**src/rtl/phy_pkg.sv**
```systemverilog
`default_nettype none

package phy_pkg;

	// front end geometry
	localparam int NTI  = 4;  // interleaved adc lanes
	localparam int NADC = 8;  // adc magnitude bits
	localparam int NPI  = 9;  // pi control code bits

	// loop integrator, pi code is its top NPI bits
	localparam int ACC_W = 16;

	// clk_adc cycles per capture
	localparam int DUMP_DEPTH = 16;

	typedef logic [NADC-1:0] adc_mag_t;
	typedef logic signed [NADC:0] lane_smp_t;  // two's complement lane sample
	typedef logic [NPI-1:0] pi_code_t;
	typedef logic [ACC_W-1:0] acc_t;

	// debug bus
	typedef logic [3:0] wb_addr_t;
	typedef logic [15:0] wb_data_t;

	// entry * NTI + lane
	typedef logic [5:0] dump_idx_t;

	typedef logic [2:0] gain_t;  // left shift of the vote sum

	// register map, word addresses
	localparam wb_addr_t REG_CTRL      = 4'd0;
	localparam wb_addr_t REG_GAIN      = 4'd1;
	localparam wb_addr_t REG_PI_EXT    = 4'd2;
	localparam wb_addr_t REG_PI_STAT   = 4'd3;
	localparam wb_addr_t REG_DUMP_STAT = 4'd4;
	localparam wb_addr_t REG_DUMP_IDX  = 4'd5;
	localparam wb_addr_t REG_DUMP_DATA = 4'd6;

endpackage

`default_nettype wire

```
**src/rtl/adc_retimer.sv**
```systemverilog
`timescale 1ns/1ps
`default_nettype none

module adc_retimer (
	input  wire logic clk_adc_i,
	input  wire logic rst_n_i,

	// raw lanes from the interleaved adc
	input  wire phy_pkg::adc_mag_t [phy_pkg::NTI-1:0] adc_mag_i,
	input  wire logic [phy_pkg::NTI-1:0] adc_sign_i,

	output phy_pkg::lane_smp_t [phy_pkg::NTI-1:0] smp_o,
	output logic smp_vld_o
);

	phy_pkg::lane_smp_t [phy_pkg::NTI-1:0] smp_d;

	// sign-magnitude to two's complement, sign 1 is negative
	always_comb begin
		for (int k = 0; k < phy_pkg::NTI; k++) begin
			if (adc_sign_i[k]) begin
				smp_d[k] = -$signed({1'b0, adc_mag_i[k]});
			end else begin
				smp_d[k] = $signed({1'b0, adc_mag_i[k]});
			end
		end
	end

	// lane payload
	always_ff @(posedge clk_adc_i) begin
		smp_o <= smp_d;
	end

	// valid comes up on the first edge out of reset
	always_ff @(posedge clk_adc_i or negedge rst_n_i) begin
		if (!rst_n_i) begin
			smp_vld_o <= 1'b0;
		end else begin
			smp_vld_o <= 1'b1;
		end
	end

endmodule

`default_nettype wire

```
**src/rtl/cdr_loop.sv**
```systemverilog
`timescale 1ns/1ps
`default_nettype none

module cdr_loop (
	input  wire logic clk_adc_i,
	input  wire logic rst_n_i,

	input  wire phy_pkg::lane_smp_t [phy_pkg::NTI-1:0] smp_i,
	input  wire logic smp_vld_i,

	// loop control from the register block
	input  wire logic cdr_en_i,
	input  wire logic pi_ext_en_i,
	input  wire phy_pkg::gain_t gain_i,
	input  wire phy_pkg::pi_code_t pi_ext_i,

	output phy_pkg::pi_code_t pi_ctl_o
);

	phy_pkg::lane_smp_t prev_last_q;  // lane NTI-1 of the last valid cycle
	phy_pkg::lane_smp_t [phy_pkg::NTI:0] win;
	phy_pkg::acc_t vote_sum;
	phy_pkg::acc_t acc_q;

	// mueller-muller vote: sgn(prv)*cur - sgn(cur)*prv, reduced to -1/0/+1
	function automatic logic [1:0] mm_vote(
		input phy_pkg::lane_smp_t prv,
		input phy_pkg::lane_smp_t cur
	);
		logic signed [phy_pkg::NADC+2:0] ta;
		logic signed [phy_pkg::NADC+2:0] tb;
		logic signed [phy_pkg::NADC+2:0] diff;
		ta = {{2{cur[phy_pkg::NADC]}}, cur};
		tb = {{2{prv[phy_pkg::NADC]}}, prv};
		if (prv[phy_pkg::NADC]) ta = -ta;  // sgn(prv) = -1
		if (cur[phy_pkg::NADC]) tb = -tb;
		diff = ta - tb;
		if (diff == '0) begin
			mm_vote = 2'b00;
		end else if (diff[phy_pkg::NADC+2]) begin
			mm_vote = 2'b11;
		end else begin
			mm_vote = 2'b01;
		end
	endfunction

	// slot 0 is the carried sample, slots 1..NTI are this cycle's lanes
	assign win = {smp_i, prev_last_q};

	always_comb begin
		vote_sum = '0;
		for (int k = 0; k < phy_pkg::NTI; k++) begin
			logic [1:0] v;
			v = mm_vote(win[k], win[k+1]);
			vote_sum = vote_sum + {{(phy_pkg::ACC_W-2){v[1]}}, v};
		end
	end

	always_ff @(posedge clk_adc_i or negedge rst_n_i) begin
		if (!rst_n_i) begin
			acc_q       <= '0;
			prev_last_q <= '0;
		end else begin
			if (pi_ext_en_i) begin
				// manual override loads the code, lower bits cleared
				acc_q <= {pi_ext_i, {(phy_pkg::ACC_W-phy_pkg::NPI){1'b0}}};
			end else if (cdr_en_i && smp_vld_i) begin
				acc_q <= acc_q + (vote_sum << gain_i);  // wraps
			end
			if (smp_vld_i) prev_last_q <= smp_i[phy_pkg::NTI-1];
		end
	end

	assign pi_ctl_o = acc_q[phy_pkg::ACC_W-1 -: phy_pkg::NPI];

endmodule

`default_nettype wire

```
**src/rtl/dbg_regs.sv**
```systemverilog
`timescale 1ns/1ps
`default_nettype none

module dbg_regs (
	input  wire logic clk_adc_i,
	input  wire logic rst_n_i,

	// wishbone classic slave
	input  wire logic wb_cyc_i,
	input  wire logic wb_stb_i,
	input  wire logic wb_we_i,
	input  wire phy_pkg::wb_addr_t wb_adr_i,
	input  wire phy_pkg::wb_data_t wb_dat_i,
	output phy_pkg::wb_data_t wb_dat_o,
	output logic wb_ack_o,

	// status in
	input  wire phy_pkg::pi_code_t pi_ctl_i,
	input  wire logic dump_done_i,
	input  wire phy_pkg::lane_smp_t dump_rd_data_i,

	// control out
	output logic cdr_en_o,
	output logic pi_ext_en_o,
	output phy_pkg::gain_t gain_o,
	output phy_pkg::pi_code_t pi_ext_o,
	output phy_pkg::dump_idx_t dump_rd_idx_o
);

	logic [1:0] ctrl_q;  // bit 0 cdr_en, bit 1 pi_ext_en
	logic access;
	phy_pkg::wb_data_t rd_mux;

	// one access per ack, never back to back
	assign access = wb_cyc_i && wb_stb_i && !wb_ack_o;

	always_comb begin
		case (wb_adr_i)
			phy_pkg::REG_CTRL:      rd_mux = phy_pkg::wb_data_t'(ctrl_q);
			phy_pkg::REG_GAIN:      rd_mux = phy_pkg::wb_data_t'(gain_o);
			phy_pkg::REG_PI_EXT:    rd_mux = phy_pkg::wb_data_t'(pi_ext_o);
			phy_pkg::REG_PI_STAT:   rd_mux = phy_pkg::wb_data_t'(pi_ctl_i);  // live code
			phy_pkg::REG_DUMP_STAT: rd_mux = phy_pkg::wb_data_t'(dump_done_i);
			phy_pkg::REG_DUMP_IDX:  rd_mux = phy_pkg::wb_data_t'(dump_rd_idx_o);
			phy_pkg::REG_DUMP_DATA: begin
				// sign extended, reads zero until a capture has finished
				if (dump_done_i) begin
					rd_mux = {{($bits(phy_pkg::wb_data_t)-phy_pkg::NADC-1)
						{dump_rd_data_i[phy_pkg::NADC]}}, dump_rd_data_i};
				end else begin
					rd_mux = '0;
				end
			end
			default:                rd_mux = '0;
		endcase
	end

	always_ff @(posedge clk_adc_i or negedge rst_n_i) begin
		if (!rst_n_i) begin
			wb_ack_o      <= 1'b0;
			wb_dat_o      <= '0;
			ctrl_q        <= '0;
			gain_o        <= '0;
			pi_ext_o      <= '0;
			dump_rd_idx_o <= '0;
		end else begin
			wb_ack_o <= access;
			if (access && wb_we_i) begin
				case (wb_adr_i)
					phy_pkg::REG_CTRL:     ctrl_q <= wb_dat_i[1:0];
					phy_pkg::REG_GAIN:     gain_o <= wb_dat_i[$bits(phy_pkg::gain_t)-1:0];
					phy_pkg::REG_PI_EXT:   pi_ext_o <= wb_dat_i[phy_pkg::NPI-1:0];
					phy_pkg::REG_DUMP_IDX: begin
						dump_rd_idx_o <= wb_dat_i[$bits(phy_pkg::dump_idx_t)-1:0];
					end
					default: ;  // read-only or unmapped
				endcase
			end else if (access) begin
				wb_dat_o <= rd_mux;  // held while ack is high
			end
		end
	end

	assign cdr_en_o    = ctrl_q[0];
	assign pi_ext_en_o = ctrl_q[1];

endmodule

`default_nettype wire

```
**src/rtl/rx_digital_core.sv**
```systemverilog
`timescale 1ns/1ps
`default_nettype none

module rx_digital_core (
	input  wire logic clk_adc_i,
	input  wire logic rst_n_i,

	// adc lanes
	input  wire phy_pkg::adc_mag_t [phy_pkg::NTI-1:0] adc_mag_i,
	input  wire logic [phy_pkg::NTI-1:0] adc_sign_i,

	input  wire logic ext_dump_start_i,

	// to the analog core
	output wire phy_pkg::pi_code_t pi_ctl_o,

	// debug bus
	input  wire logic wb_cyc_i,
	input  wire logic wb_stb_i,
	input  wire logic wb_we_i,
	input  wire phy_pkg::wb_addr_t wb_adr_i,
	input  wire phy_pkg::wb_data_t wb_dat_i,
	output wire phy_pkg::wb_data_t wb_dat_o,
	output wire logic wb_ack_o
);

	phy_pkg::lane_smp_t [phy_pkg::NTI-1:0] smp_q;
	logic smp_vld;
	logic cdr_en;
	logic pi_ext_en;
	phy_pkg::gain_t gain;
	phy_pkg::pi_code_t pi_ext;
	phy_pkg::pi_code_t pi_ctl;
	phy_pkg::dump_idx_t dump_rd_idx;
	logic dump_done;
	phy_pkg::lane_smp_t dump_rd_data;

	adc_retimer adc_retimer_inst (
		.clk_adc_i (clk_adc_i),
		.rst_n_i   (rst_n_i),
		.adc_mag_i (adc_mag_i),
		.adc_sign_i(adc_sign_i),
		.smp_o     (smp_q),
		.smp_vld_o (smp_vld)
	);

	cdr_loop cdr_loop_inst (
		.clk_adc_i  (clk_adc_i),
		.rst_n_i    (rst_n_i),
		.smp_i      (smp_q),
		.smp_vld_i  (smp_vld),
		.cdr_en_i   (cdr_en),
		.pi_ext_en_i(pi_ext_en),
		.gain_i     (gain),
		.pi_ext_i   (pi_ext),
		.pi_ctl_o   (pi_ctl)  // shared pi code
	);

	assign pi_ctl_o = pi_ctl;

	sample_dump sample_dump_inst (
		.clk_adc_i       (clk_adc_i),
		.rst_n_i         (rst_n_i),
		.ext_dump_start_i(ext_dump_start_i),
		.smp_i           (smp_q),
		.smp_vld_i       (smp_vld),
		.rd_idx_i        (dump_rd_idx),
		.dump_done_o     (dump_done),
		.rd_data_o       (dump_rd_data)
	);

	dbg_regs dbg_regs_inst (
		.clk_adc_i     (clk_adc_i),
		.rst_n_i       (rst_n_i),
		.wb_cyc_i      (wb_cyc_i),
		.wb_stb_i      (wb_stb_i),
		.wb_we_i       (wb_we_i),
		.wb_adr_i      (wb_adr_i),
		.wb_dat_i      (wb_dat_i),
		.wb_dat_o      (wb_dat_o),
		.wb_ack_o      (wb_ack_o),
		.pi_ctl_i      (pi_ctl),
		.dump_done_i   (dump_done),
		.dump_rd_data_i(dump_rd_data),
		.cdr_en_o      (cdr_en),
		.pi_ext_en_o   (pi_ext_en),
		.gain_o        (gain),
		.pi_ext_o      (pi_ext),
		.dump_rd_idx_o (dump_rd_idx)
	);

endmodule

`default_nettype wire

```
**src/rtl/sample_dump.sv**
```systemverilog
`timescale 1ns/1ps
`default_nettype none

module sample_dump (
	input  wire logic clk_adc_i,
	input  wire logic rst_n_i,

	input  wire logic ext_dump_start_i,  // async pin
	input  wire phy_pkg::lane_smp_t [phy_pkg::NTI-1:0] smp_i,
	input  wire logic smp_vld_i,
	input  wire phy_pkg::dump_idx_t rd_idx_i,

	output logic dump_done_o,
	output phy_pkg::lane_smp_t rd_data_o
);

	typedef enum logic [1:0] {
		IDLE,
		CAPTURE,
		DONE
	} dump_state_e;

	typedef logic [$clog2(phy_pkg::DUMP_DEPTH)-1:0] entry_t;

	dump_state_e state_q;
	logic [1:0] sync_q;
	logic start_d_q;
	logic start_rise;
	entry_t wr_ptr_q;
	logic wr_en;
	entry_t rd_entry;
	logic [$clog2(phy_pkg::NTI)-1:0] rd_lane;

	phy_pkg::lane_smp_t [phy_pkg::NTI-1:0] mem_q [phy_pkg::DUMP_DEPTH];

	assign start_rise = sync_q[1] & ~start_d_q;  // edge seen after 2nd flop
	assign wr_en      = (state_q == CAPTURE) && smp_vld_i;

	// index / NTI picks the entry, the remainder picks the lane
	assign {rd_entry, rd_lane} = rd_idx_i;

	always_ff @(posedge clk_adc_i or negedge rst_n_i) begin
		if (!rst_n_i) begin
			sync_q    <= '0;
			start_d_q <= 1'b0;
			state_q   <= IDLE;
			wr_ptr_q  <= '0;
		end else begin
			sync_q    <= {sync_q[0], ext_dump_start_i};
			start_d_q <= sync_q[1];
			if (start_rise) begin
				// arm or re-arm from any state
				state_q  <= CAPTURE;
				wr_ptr_q <= '0;
			end else if (wr_en) begin
				wr_ptr_q <= wr_ptr_q + 1'b1;
				if (wr_ptr_q == entry_t'(phy_pkg::DUMP_DEPTH - 1)) state_q <= DONE;
			end
		end
	end

	assign dump_done_o = (state_q == DONE);

	// capture memory with registered read port
	always_ff @(posedge clk_adc_i) begin
		if (wr_en) mem_q[wr_ptr_q] <= smp_i;
		rd_data_o <= mem_q[rd_entry][rd_lane];
	end

endmodule

`default_nettype wire

```
**config.mk**
```make
export PLATFORM = sky130hd
export DESIGN_NAME = rx_digital_core
export DESIGN_NICKNAME = d
export VERILOG_FILES = /design/src/rtl/phy_pkg.sv /design/src/rtl/adc_retimer.sv /design/src/rtl/cdr_loop.sv /design/src/rtl/dbg_regs.sv /design/src/rtl/rx_digital_core.sv /design/src/rtl/sample_dump.sv
export SDC_FILE = /design/constraint.sdc
export NUM_CORES = 1
export LEC_CHECK = 0
export BUFFER_PORTS_ARGS = -buffer_cell sky130_fd_sc_hd__buf_2
export CAP_MARGIN = 0
export CORE_ASPECT_RATIO = 2
export CORE_UTILIZATION = 35
export DETAILED_ROUTE_END_ITERATION = 10
export MAX_ROUTING_LAYER = met4
export PLACE_DENSITY = 0.51
export SLEW_MARGIN = 25
export SYNTH_ARGS = -nofsm -noshare
export SYNTH_HDL_FRONTEND = slang
export SYNTH_SLANG_ARGS = --single-unit
```
**constraint.sdc**
```tcl
create_clock -name clk_adc_i -period 21.5 [get_ports clk_adc_i]
set_input_delay 4.3 -clock clk_adc_i [delete_from_list [all_inputs] [get_ports clk_adc_i]]
set_output_delay 4.3 -clock clk_adc_i [all_outputs]
set_load 0.005 [all_outputs]
```
==> run metrics, run 1 <==
post-place instance area between 30000 and 40000 µm²; CP bufs+invs 5; initial antenna violation count 0; CP peak stage delay 0.84 ns; CTS HTree Levels 2; Inserted Diodes 0; root buf cell clkbuf_16; Final Wtd Congestion roughly 0.88; HPWL after DPL approximately 50000 µm; Final ANT Viol Nets 0; Final #Nets about 2100; CP Data Arrival Time between 9 and 10 ns; number of synthesized flops with an enable pin approximately 580; Yosys warning count 0; Post-CTS Setup Repair Bufs 0; Slew HR 34.7%; via count roughly 17000; Largest delay share family, worst path adder cells; layout cell share with drive strength beyond 1 ~23%; Final Cell Area between 30000 and 40000 µm²; post-synthesis cell type count 65; Seq/Total Area, Yosys between 60% and 70%; worst vdd ir between 0.1 and 0.15 mV; most common library cell in the layout ignoring fill and taps edfxtp_1; pin count of the biggest net entering global routing between 90 and 100; Final Hold Viols 0; Worst Tran Pin Value between 0.9 and 1 ns; DR vias/cell around 5.3; drt pass-1 iters 7; Final Cycle Share a little over two fifths; Finish-stage setup viols 0; power per cell area around 120 nW/µm²; critical path required time ~22 ns; io pins between 80 and 90; worst r2r src adc_retimer_inst.smp_o[1]; drt total wl approximately 81000 µm; DIE WIDTH between 200 and 250 µm; beginning of the critical path adc_retimer_inst.smp_o[1]; core area about 87000 µm²; clk buf depth 3; worst min-delay path startpoint sample_dump_inst.sync_q[0]; status complete, no violations; first-pass GRT wire length roughly 120000 µm; CTS buffer count 61; startpoint types register; max cap viols 0; Post-Syn Area per Cell roughly 16 µm²; fin cells between 3000 and 4000; commonest cells after routing, fill and taps aside edfxtp_1 (576), mux4_2 (190), nand2_1 (138); Placed Cells ~3000; mapped cell area 30900 µm²; Reg clk slew, reported paths 0.07 ns; Mapped Cells about 1900; Async S/R FF share, synth about a tenth; drt drc 0; min-delay worst type reg -> reg; Initial Util 35.5%; die area 89500 µm²; setup total negative slack 0 ns; gr usage total between 10% and 20%; Peak Freq 107 MHz; syn_nets approximately 2000; Slew Viols, Final 0; # port buffers 80; Routed WL per cell 25.5 µm; Yosys reg bits around 700; highest-delay cell along the critical path dfxtp_1; latest clock arrival within the worst-skew pair 0.69 ns; Clock Skews 0.0300 ns; Overflow after GRT 0; CTS Hold Bufs 0; Post-synth top flop edfxtp_1; CP Class reg -> reg; Die H 422 µm; Syn-to-layout area delta 12.7%; post-route minimum period around 9.4 ns; vias in the first global route between 15000 and 20000; worst-path fanout max 19; most used cell, CP fa_1; RSZ-0062 raised after global routing no; # resized after CTS 0; DR iter-0 viols roughly 1200; Util after Layout between 30% and 40%; Rows 153; CTS sink count between 600 and 700; TritonCTS clock tree done; Critical Path End Type register; Lkg Pwr 11.9 nW
==> flip-flops by register name, indices dropped and copies added (netlist names), 6 cells and up <==
| register | flops |
|---|---|
| adc_retimer_inst.smp_o | 36 |
| cdr_loop_inst.acc_q | 16 |
| dbg_regs_inst.wb_dat_o | 10 |
| sample_dump_inst.rd_data_o | 9 |
| dbg_regs_inst.dump_rd_idx_o | 6 |
| dbg_regs_inst.pi_ext_o | 9 |
| sample_dump_inst.mem_q | 576 |
| cdr_loop_inst.prev_last_q | 9 |
==> final timing paths <==
kind | endpoint | slack [ns] | cells past startpoint
max in group asynchronous | dbg_regs_inst.dump_rd_idx_o[2] | 16.97 | 2
min reg2reg | sample_dump_inst.sync_q[1] | 0.35 | 0
min | sample_dump_inst.sync_q[1] | 0.35 | 0
min in group asynchronous | sample_dump_inst.wr_ptr_q[2] | 3.80 | 2
max | cdr_loop_inst.acc_q[14] | 12.13 | 33
max reg2reg | cdr_loop_inst.acc_q[14] | 12.13 | 33
==> layout make-up <==
class | instances | area, µm²
inverters | 64 | 240
multi-input cells | 1051 | 10400
clock inverters | 43 | 519
well taps | 1162 | 1450
flip-flops and latches | 687 | 19900
fillers | 7826 | 52300
clock buffers | 73 | 1650
repair buffers | 115 | 676
==> cell usage after synthesis (3+ instances only) <==
library cell | number | area (µm²)
clkbuf_1 | 44 | 165
nand2b_1 | 30 | 188
mux2_2 | 30 | 338
mux2i_1 | 22 | 220
o21a_1 | 12 | 90.1
buf_1 | 11 | 41.3
a31oi_1 | 5 | 31.3
o31a_1 | 4 | 35.0
nand4_1 | 5 | 31.3
fa_1 | 16 | 320
ha_1 | 75 | 938
dfrtp_1 | 66 | 1650
xor2_1 | 40 | 350
or2_2 | 3 | 18.8
edfxtp_1 | 576 | 17300
buf_4 | 20 | 150
a222oi_1 | 6 | 60.1
xnor2_1 | 68 | 596
inv_1 | 64 | 240
o21ai_0 | 79 | 395
mux4_2 | 190 | 4280
nor3_1 | 11 | 55.1
nand3b_1 | 4 | 30.0
nor2b_1 | 13 | 81.3
o2111ai_1 | 3 | 26.3
a21o_1 | 26 | 195
dfxtp_1 | 45 | 901
o211ai_1 | 5 | 37.5
a21oi_1 | 59 | 295
nor4b_1 | 5 | 43.8
a21boi_0 | 10 | 75.1
a211oi_1 | 8 | 60.1
or3_1 | 25 | 156
o31ai_1 | 15 | 113
o22ai_1 | 6 | 37.5
nor2_1 | 67 | 251
nand2_1 | 138 | 518
and3_1 | 11 | 68.8
nand3_1 | 8 | 40.0
buf_2 | 14 | 70.1
nor4_1 | 5 | 31.3
and2_1 | 19 | 119
==> stage by stage <==
step | setup slack [ns] | power, mW | hold WS [ns]
after floorplan | 13.18 | 2.55 | 0.331
after global placement | 12.17 | 2.89 | 0.345
after detailed placement | 12.01 | 2.92 | 0.337
after CTS | 11.97 | 4.10 | 0.359
after global routing | 11.37 | 4.27 | 0.366
final | 12.13 | 4.06 | 0.353
==> kinds of logic after synthesis <==
family                     count (synthesis)  share of synthesized area, %
AOI/OAI and AO/OA                        258                          5.27
xor gates and xnor gates                 108                          3.06
adders and majority gates                 91                          4.08
buffers and inverters                    153                          2.16
DFF                                      687                          64.3
muxes                                    242                          15.7
other                                      1                        0.0121
and+or+nand+nor                          351                          5.48
==> layer usage <==
metal	routed length (µm)	part of all wire, %	vias up	global-route usage (%)
li1	-	-	7523	-
met3	2030	2.5	114	1.83
met2	46900	58	298	36.7
met1	29700	36	8863	20.0
met4	2770	3.4	0	6.92
met5	0	0	-	-
==> where the power goes <==
part | total [mW] | switching [mW] | leakage [nW] | internal, mW
Clock | 1.18 | 0.525 | 1.05 | 0.654
Combinational | 1.22 | 0.696 | 4.47 | 0.519
Sequential | 1.66 | 0.0959 | 6.43 | 1.57
Total | 4.06 | 1.32 | 11.9 | 2.74
Power figures use the tool's default switching activity.
==> run 2, diff against run 1 <==
==> constraint.sdc (replaced) <==
create_clock -name clk_adc_i -period 9.5 [get_ports clk_adc_i]
set_input_delay 1.9 -clock clk_adc_i [delete_from_list [all_inputs] [get_ports clk_adc_i]]
set_output_delay 1.9 -clock clk_adc_i [all_outputs]
set_load 0.005 [all_outputs]
==> run 2 against run 1 <==
Net effect: clock skew up 0.0086 ns; sequential power grew 130%; die area unchanged; via count grew 0.49%; cell count rose by 0.38%; worst setup slack lost 12 ns; routed wire length grew 2.1%; design area decreased by 0.50%.
==> run metrics, run 2 (same netlist as run 1, synthesis figures left out) <==
status complete, no violations; Min-Delay Endpoint sample_dump_inst.sync_q[1]; critical path required time 10.00 ns (-12.05 ns); layout cell share with drive strength beyond 1 22.7% (-0.17 points); Slew Viols, Final 0 (unchanged); Final #Nets 2143 (+0.47%); worst-case reg-to-reg path depth 34 (+3.0%); latest clock arrival within the worst-skew pair 0.65 ns (-0.04 ns); CTS buffer count 58 (-4.9%); Slew HR 29.0% (-5.7 points); most used cell, CP fa_1; Util after Layout 39.7% (-0.20 points); Final Hold Viols 0 (unchanged); min-delay worst type reg -> reg; RSZ-0062 raised after global routing yes; drt pass-1 iters 6 (-1); Initial Util 35.5% (unchanged); post-route minimum period 8.92 ns (-0.454 ns); CP bufs+invs 4 (-1); io pins 88 (unchanged); CTS HTree Levels 2 (unchanged); gr usage total 19.4% (+0.16 points); Clock Skews 0.0386 ns (+0.00859 ns); root buf cell clkbuf_16; startpoint types register; Reg clk slew, reported paths 0.07 ns (about the same); via count 16900 (+0.49%); CTS sink count 687 (unchanged); Lkg Pwr 11.9 nW (-0.54%); commonest cells after routing, fill and taps aside edfxtp_1 (576), mux4_2 (190), nand2_1 (138); worst-path fanout max 6 (-13); biggest regs sample_dump_inst.mem_q: 576 flops, adc_retimer_inst.smp_o: 36 flops, cdr_loop_inst.acc_q: 16 flops; # port buffers 80 (unchanged); Finish-stage setup viols 0 (unchanged); CP Class reg -> reg; Largest register FFs 576 (unchanged); hold_ws 0.367 ns (+0.0138 ns); CP peak stage delay 0.51 ns (-0.33 ns); Worst Tran Pin Value 1.06 ns (+0.0772 ns); CP Data Arrival Time 9.42 ns (-0.50 ns); DIE WIDTH 212 µm (unchanged); initial antenna violation count 5 (+5); Syn-to-layout area delta 12.1%; worst r2r src adc_retimer_inst.smp_o[2]; most common library cell in the layout ignoring fill and taps edfxtp_1; worst r2r dst cdr_loop_inst.acc_q[14]; Placed Cells 3092 (+0.42%); DR iter-0 viols 1309 (+13%); Hold Crit Depth 0 (unchanged); TritonCTS clock tree done; worst vdd ir 0.252 mV (+110%); power per cell area 260 nW/µm² (+120%); DR vias/cell 5.26 (+0.12%); Critical Path End Type register; HPWL after DPL 51900 µm (+3.9%); Largest delay share family, worst path adder cells; clk buf depth 3 (unchanged); vias in the first global route 17600 (-2.1%); Die H 422 µm (unchanged); setup slack at placement 0.398 ns (-11.61 ns); Rows 153 (unchanged); Final Cycle Share 93.9% (+50 points); core area 87100 µm² (unchanged); max cap viols 0 (unchanged); r2r setup slk 0.58 ns (-11.55 ns); Peak Freq 112 MHz (+5.1%); drt total wl 83100 µm (+2.1%); drt drc 0 (unchanged); fin cells 3207 (+0.38%); highest-delay cell along the critical path fa_1; Reg with most FFs sample_dump_inst.mem_q; CTS Hold Bufs 0 (unchanged); setup total negative slack 0 ns (unchanged); Routed WL per cell 25.9 µm (+1.7%); Overflow after GRT 0 (unchanged); Final WS setup 0.582 ns (-11.55 ns); Final Wtd Congestion 0.864 (-1.8%); first-pass GRT wire length 120000 µm (+0.31%); die area 89500 µm² (unchanged); worst min-delay path startpoint sample_dump_inst.sync_q[0]; Final ANT Viol Nets 0 (unchanged); pin count of the biggest net entering global routing 95 (+2.2%)
## run 2: cell types whose count changed in the layout (fill, tap and decap cells not counted), sizes merged
cell      change
diode         +6
clkinv        -1
clkbuf        +4
clkinvlp      -3
bufinv        -5
inv           -2
buf          +13
## run 2: stage by stage
| step | instance area (µm²) | power, mW |
|---|---|---|
| after floorplan | 30900 | 5.78 |
| after global placement | 32700 | 6.62 |
| after detailed placement | 32700 | 6.68 |
| after CTS | 34600 | 9.08 |
| after global routing | 34600 | 9.45 |
| final | 34600 | 8.99 |
## run 2: what timing repair did
item / CTS / global route
endpoints found under the hold margin: 0 / 0
setup endpoints to repair: 0 / 7
gates resized for setup: 0 / 3
buffers inserted: 0 / 0
## run 2: cell type report
class                      count  area [µm²]
sequential                   687       19900
multi-input combinational   1051       10400
clock buffer                  77        1590
clock inverter                32         287
antenna                        6        15.0
fill                        7913       52500
inverter                      64         240
tap                         1162        1450
timing repair buffer         128         773
## run 2: how the worst max path moves through the flow
stage / depth (start not counted) / end / start / slack [ns]
floorplan: 35 / cdr_loop_inst.acc_q[15] / adc_retimer_inst.smp_o[8] / 1.18
global placement: 34 / cdr_loop_inst.acc_q[14] / adc_retimer_inst.smp_o[2] / 0.44
detailed placement: 34 / cdr_loop_inst.acc_q[14] / adc_retimer_inst.smp_o[2] / 0.40
CTS: 34 / cdr_loop_inst.acc_q[14] / adc_retimer_inst.smp_o[2] / 0.33
global route: 34 / cdr_loop_inst.acc_q[14] / adc_retimer_inst.smp_o[2] / -0.04
finish: 34 / cdr_loop_inst.acc_q[14] / adc_retimer_inst.smp_o[2] / 0.58
## run 2: worst register-to-register path: cells and delay by family, from the launching register on
kind / cells / cell delay [ns]
adder cells (fa/ha/maj): 9 / 3.34
AND/OR/NAND/NOR: 10 / 2.49
AO/OA/AOI/OAI: 10 / 2.00
flip-flops: 1 / 0.45
buffers and inverters: 4 / 0.27
multiplexers: 1 / 0.23
## run 2: layer usage
metal,routed length [µm],GRT usage (%),vias to the layer above
met1,30300,20.2,8835
met5,0,-,-
li1,-,-,7552
met3,2420,1.89,126
met4,3080,8.74,0
met2,47300,36.1,368
## run 2: power breakdown
part	total (mW)	switching [mW]	internal, mW
registers	3.76	0.211	3.54
clock network	2.38	1.11	1.27
logic	2.85	1.65	1.20
==> run 3, diff against run 2 <==
--- a/config.mk
+++ b/config.mk
@@ -7,11 +7,13 @@
 export LEC_CHECK = 0
 export BUFFER_PORTS_ARGS = -buffer_cell sky130_fd_sc_hd__buf_2
 export CAP_MARGIN = 0
+export CELL_PAD_IN_SITES_DETAIL_PLACEMENT = 0
+export CELL_PAD_IN_SITES_GLOBAL_PLACEMENT = 1
 export CORE_ASPECT_RATIO = 2
 export CORE_UTILIZATION = 35
 export DETAILED_ROUTE_END_ITERATION = 10
 export MAX_ROUTING_LAYER = met4
-export PLACE_DENSITY = 0.51
+export PLACE_DENSITY = 0.57
 export SLEW_MARGIN = 25
 export SYNTH_ARGS = -nofsm -noshare
 export SYNTH_HDL_FRONTEND = slang
==> run 3 against run 2 <==
Net effect: first-iteration DRC count shrank 2.7%; worst setup slack better by 0.035 ns; critical path depth grew 3; critical path type unchanged; critical endpoint unchanged; largest power group unchanged.
==> run metrics, run 3 (same netlist as run 1, synthesis figures left out) <==
critical path required time 10.04 ns (+0.04 ns); Initial Util 35.5% (unchanged); fin cells 3205 (-0.062%); startpoint types register; vias in the first global route 18100 (+2.8%); io pins 88 (unchanged); Clock Skews 0.0245 ns (-0.0141 ns); clk buf depth 3 (unchanged); Pwr Total 9.18 mW (+2.1%); die area 89500 µm² (unchanged); CTS buffer count 61 (+5.2%); switching share of power 32.6% (-0.41 points); CP bufs+invs 5 (+1); biggest regs sample_dump_inst.mem_q: 576 flops, adc_retimer_inst.smp_o: 36 flops, cdr_loop_inst.acc_q: 16 flops; Rows 153 (unchanged); register share of total power 40.9% (-0.9 points); Final WS setup 0.617 ns (+0.0346 ns); post-route minimum period 8.88 ns (-0.0346 ns); Final #Nets 2143 (unchanged); commonest cells after routing, fill and taps aside edfxtp_1 (576), mux4_2 (190), nand2_1 (138); # port buffers 80 (unchanged); Util after Layout 39.9% (+0.17 points); Min-Delay Endpoint sample_dump_inst.sync_q[1]; hold_ws 0.369 ns (+0.00246 ns); CP Class reg -> reg; gr usage total 19.5% (+0.15 points); Hold Crit Depth 0 (unchanged); Largest delay share family, worst path adder cells; CP Data Arrival Time 9.43 ns (about the same); min-delay worst type reg -> reg; DIE WIDTH 212 µm (unchanged); Final Cell Area 34800 µm² (+0.42%); Routed WL per cell 25.9 µm (+0.12%); setup slack at placement 0.569 ns (+0.171 ns); CTS HTree Levels 2 (unchanged); HPWL after DPL 51400 µm (-0.99%); post-place instance area 32700 µm² (about the same); root buf cell clkbuf_16; worst r2r src adc_retimer_inst.smp_o[0]; DR iter-0 viols 1274 (-2.7%); Pint 6.18 mW (+2.8%); worst-path fanout max 5 (-1); r2r setup slk 0.62 ns (+0.03 ns); Slew HR 30.9% (+1.9 points); Reg with most FFs sample_dump_inst.mem_q; Reg clk slew, reported paths 0.07 ns (about the same); max cap viols 0 (unchanged); Lkg Pwr 12.0 nW (+0.61%); Die H 422 µm (unchanged); DR vias/cell 5.30 (+0.63%); core area 87100 µm² (unchanged); Logic pwr share 31.3% (-0.4 points); drt total wl 83100 µm (about the same); fill count 7960 (+0.59%); Critical Path End Type register; Post-CTS Setup Repair Bufs 0 (unchanged); drt pass-1 iters 5 (-1); first-pass GRT wire length 122000 µm (+1.5%); highest-delay cell along the critical path fa_1; worst r2r dst cdr_loop_inst.acc_q[14]; Final ANT Viol Nets 0 (unchanged); pin count of the biggest net entering global routing 67 (-29%); setup total negative slack 0 ns (unchanged); via count 17000 (+0.57%); CTS sink count 687 (unchanged); CP peak stage delay 0.49 ns (-0.02 ns); layout cell share with drive strength beyond 1 22.9% (+0.27 points); Final Wtd Congestion 0.875 (+1.2%); M2 GR Usage 36.4% (+0.26 points); clock power share 27.8% (+1.3 points); Top Usage Layer GRT met2; Slew Viols, Final 0 (unchanged); Placed Cells 3089 (-0.097%); Overflow after GRT 0 (unchanged); latest clock arrival within the worst-skew pair 0.66 ns (about the same); most common library cell in the layout ignoring fill and taps edfxtp_1; M1 GR Usage 21.1% (+0.88 points); Syn-to-layout area delta 12.6%; worst vdd ir 0.189 mV (-25%); power per cell area 264 nW/µm² (+1.7%); Final Cycle Share 93.5% (-0.36 points); met3 Resource Use GR 1.78% (-0.11 points); drt drc 0 (unchanged); TritonCTS clock tree done; RSZ-0062 raised after global routing no; sw power 2.99 mW (+0.86%); Finish-stage setup viols 0 (unchanged); worst min-delay path startpoint sample_dump_inst.sync_q[0]; Peak Freq 113 MHz (+0.39%); initial antenna violation count 0 (-5); Final Hold Viols 0 (unchanged); worst-case reg-to-reg path depth 37 (+8.8%); Worst Tran Pin Value 1.03 ns (-0.0273 ns); Largest register FFs 576 (unchanged); status complete, no violations
[run 3: cell types whose count changed in the layout (fill, tap and decap cells not counted), sizes merged]
cell,change
clkbuf,+5
diode,-4
buf,-3
bufinv,+2
clkinv,-3
inv,+1
[run 3: final cells by class]
| type | count | area, µm² | share of cell area [%] |
|---|---|---|---|
| repair buffers | 125 | 744 | 2.14 |
| multi-input cells | 1051 | 10400 | 29.9 |
| well taps | 1162 | 1450 | 4.18 |
| clock inverters | 32 | 320 | 0.921 |
| diodes | 2 | 5.00 | 0.0144 |
| clock buffers | 82 | 1730 | 4.98 |
| inverters | 64 | 241 | 0.695 |
| flip-flops and latches | 687 | 19900 | 57.1 |
[run 3: how the worst max path moves through the flow]
| stage | startpoint | to | slack, ns | depth (start not counted) |
|---|---|---|---|---|
| 2_1_floorplan | adc_retimer_inst.smp_o[8] | cdr_loop_inst.acc_q[15] | 1.18 | 35 |
| 4_1_cts | adc_retimer_inst.smp_o[2] | cdr_loop_inst.acc_q[15] | 0.51 | 36 |
| 5_1_grt | adc_retimer_inst.smp_o[0] | cdr_loop_inst.acc_q[14] | 0.04 | 37 |
| 3_5_place_dp | adc_retimer_inst.smp_o[2] | cdr_loop_inst.acc_q[15] | 0.57 | 36 |
| 3_3_place_gp | adc_retimer_inst.smp_o[0] | cdr_loop_inst.acc_q[15] | 0.57 | 34 |
| 6_report | adc_retimer_inst.smp_o[0] | cdr_loop_inst.acc_q[14] | 0.62 | 37 |
[run 3: power by group through the flow]
stage               Combinational, mW  Clock, mW  Sequential, mW
floorplan                        2.07          0            3.71
global placement                 2.84          0            3.80
detailed placement               2.88          0            3.82
CTS                              2.89       2.61            3.76
global route                     3.18       2.72            3.77
finish                           2.88       2.55            3.75
[run 3: per-layer routing]
| layer | routed length [µm] | up-vias |
|---|---|---|
| met5 | 0 | - |
| met4 | 3190 | 0 |
| met3 | 2570 | 144 |
| met2 | 46600 | 405 |
| met1 | 30700 | 8879 |
| li1 | - | 7549 |
[run 3: what timing repair did]
item                       CTS  global route
setup endpoints to repair    0             2
hold buffers                 0             0
gates resized for setup      0             3
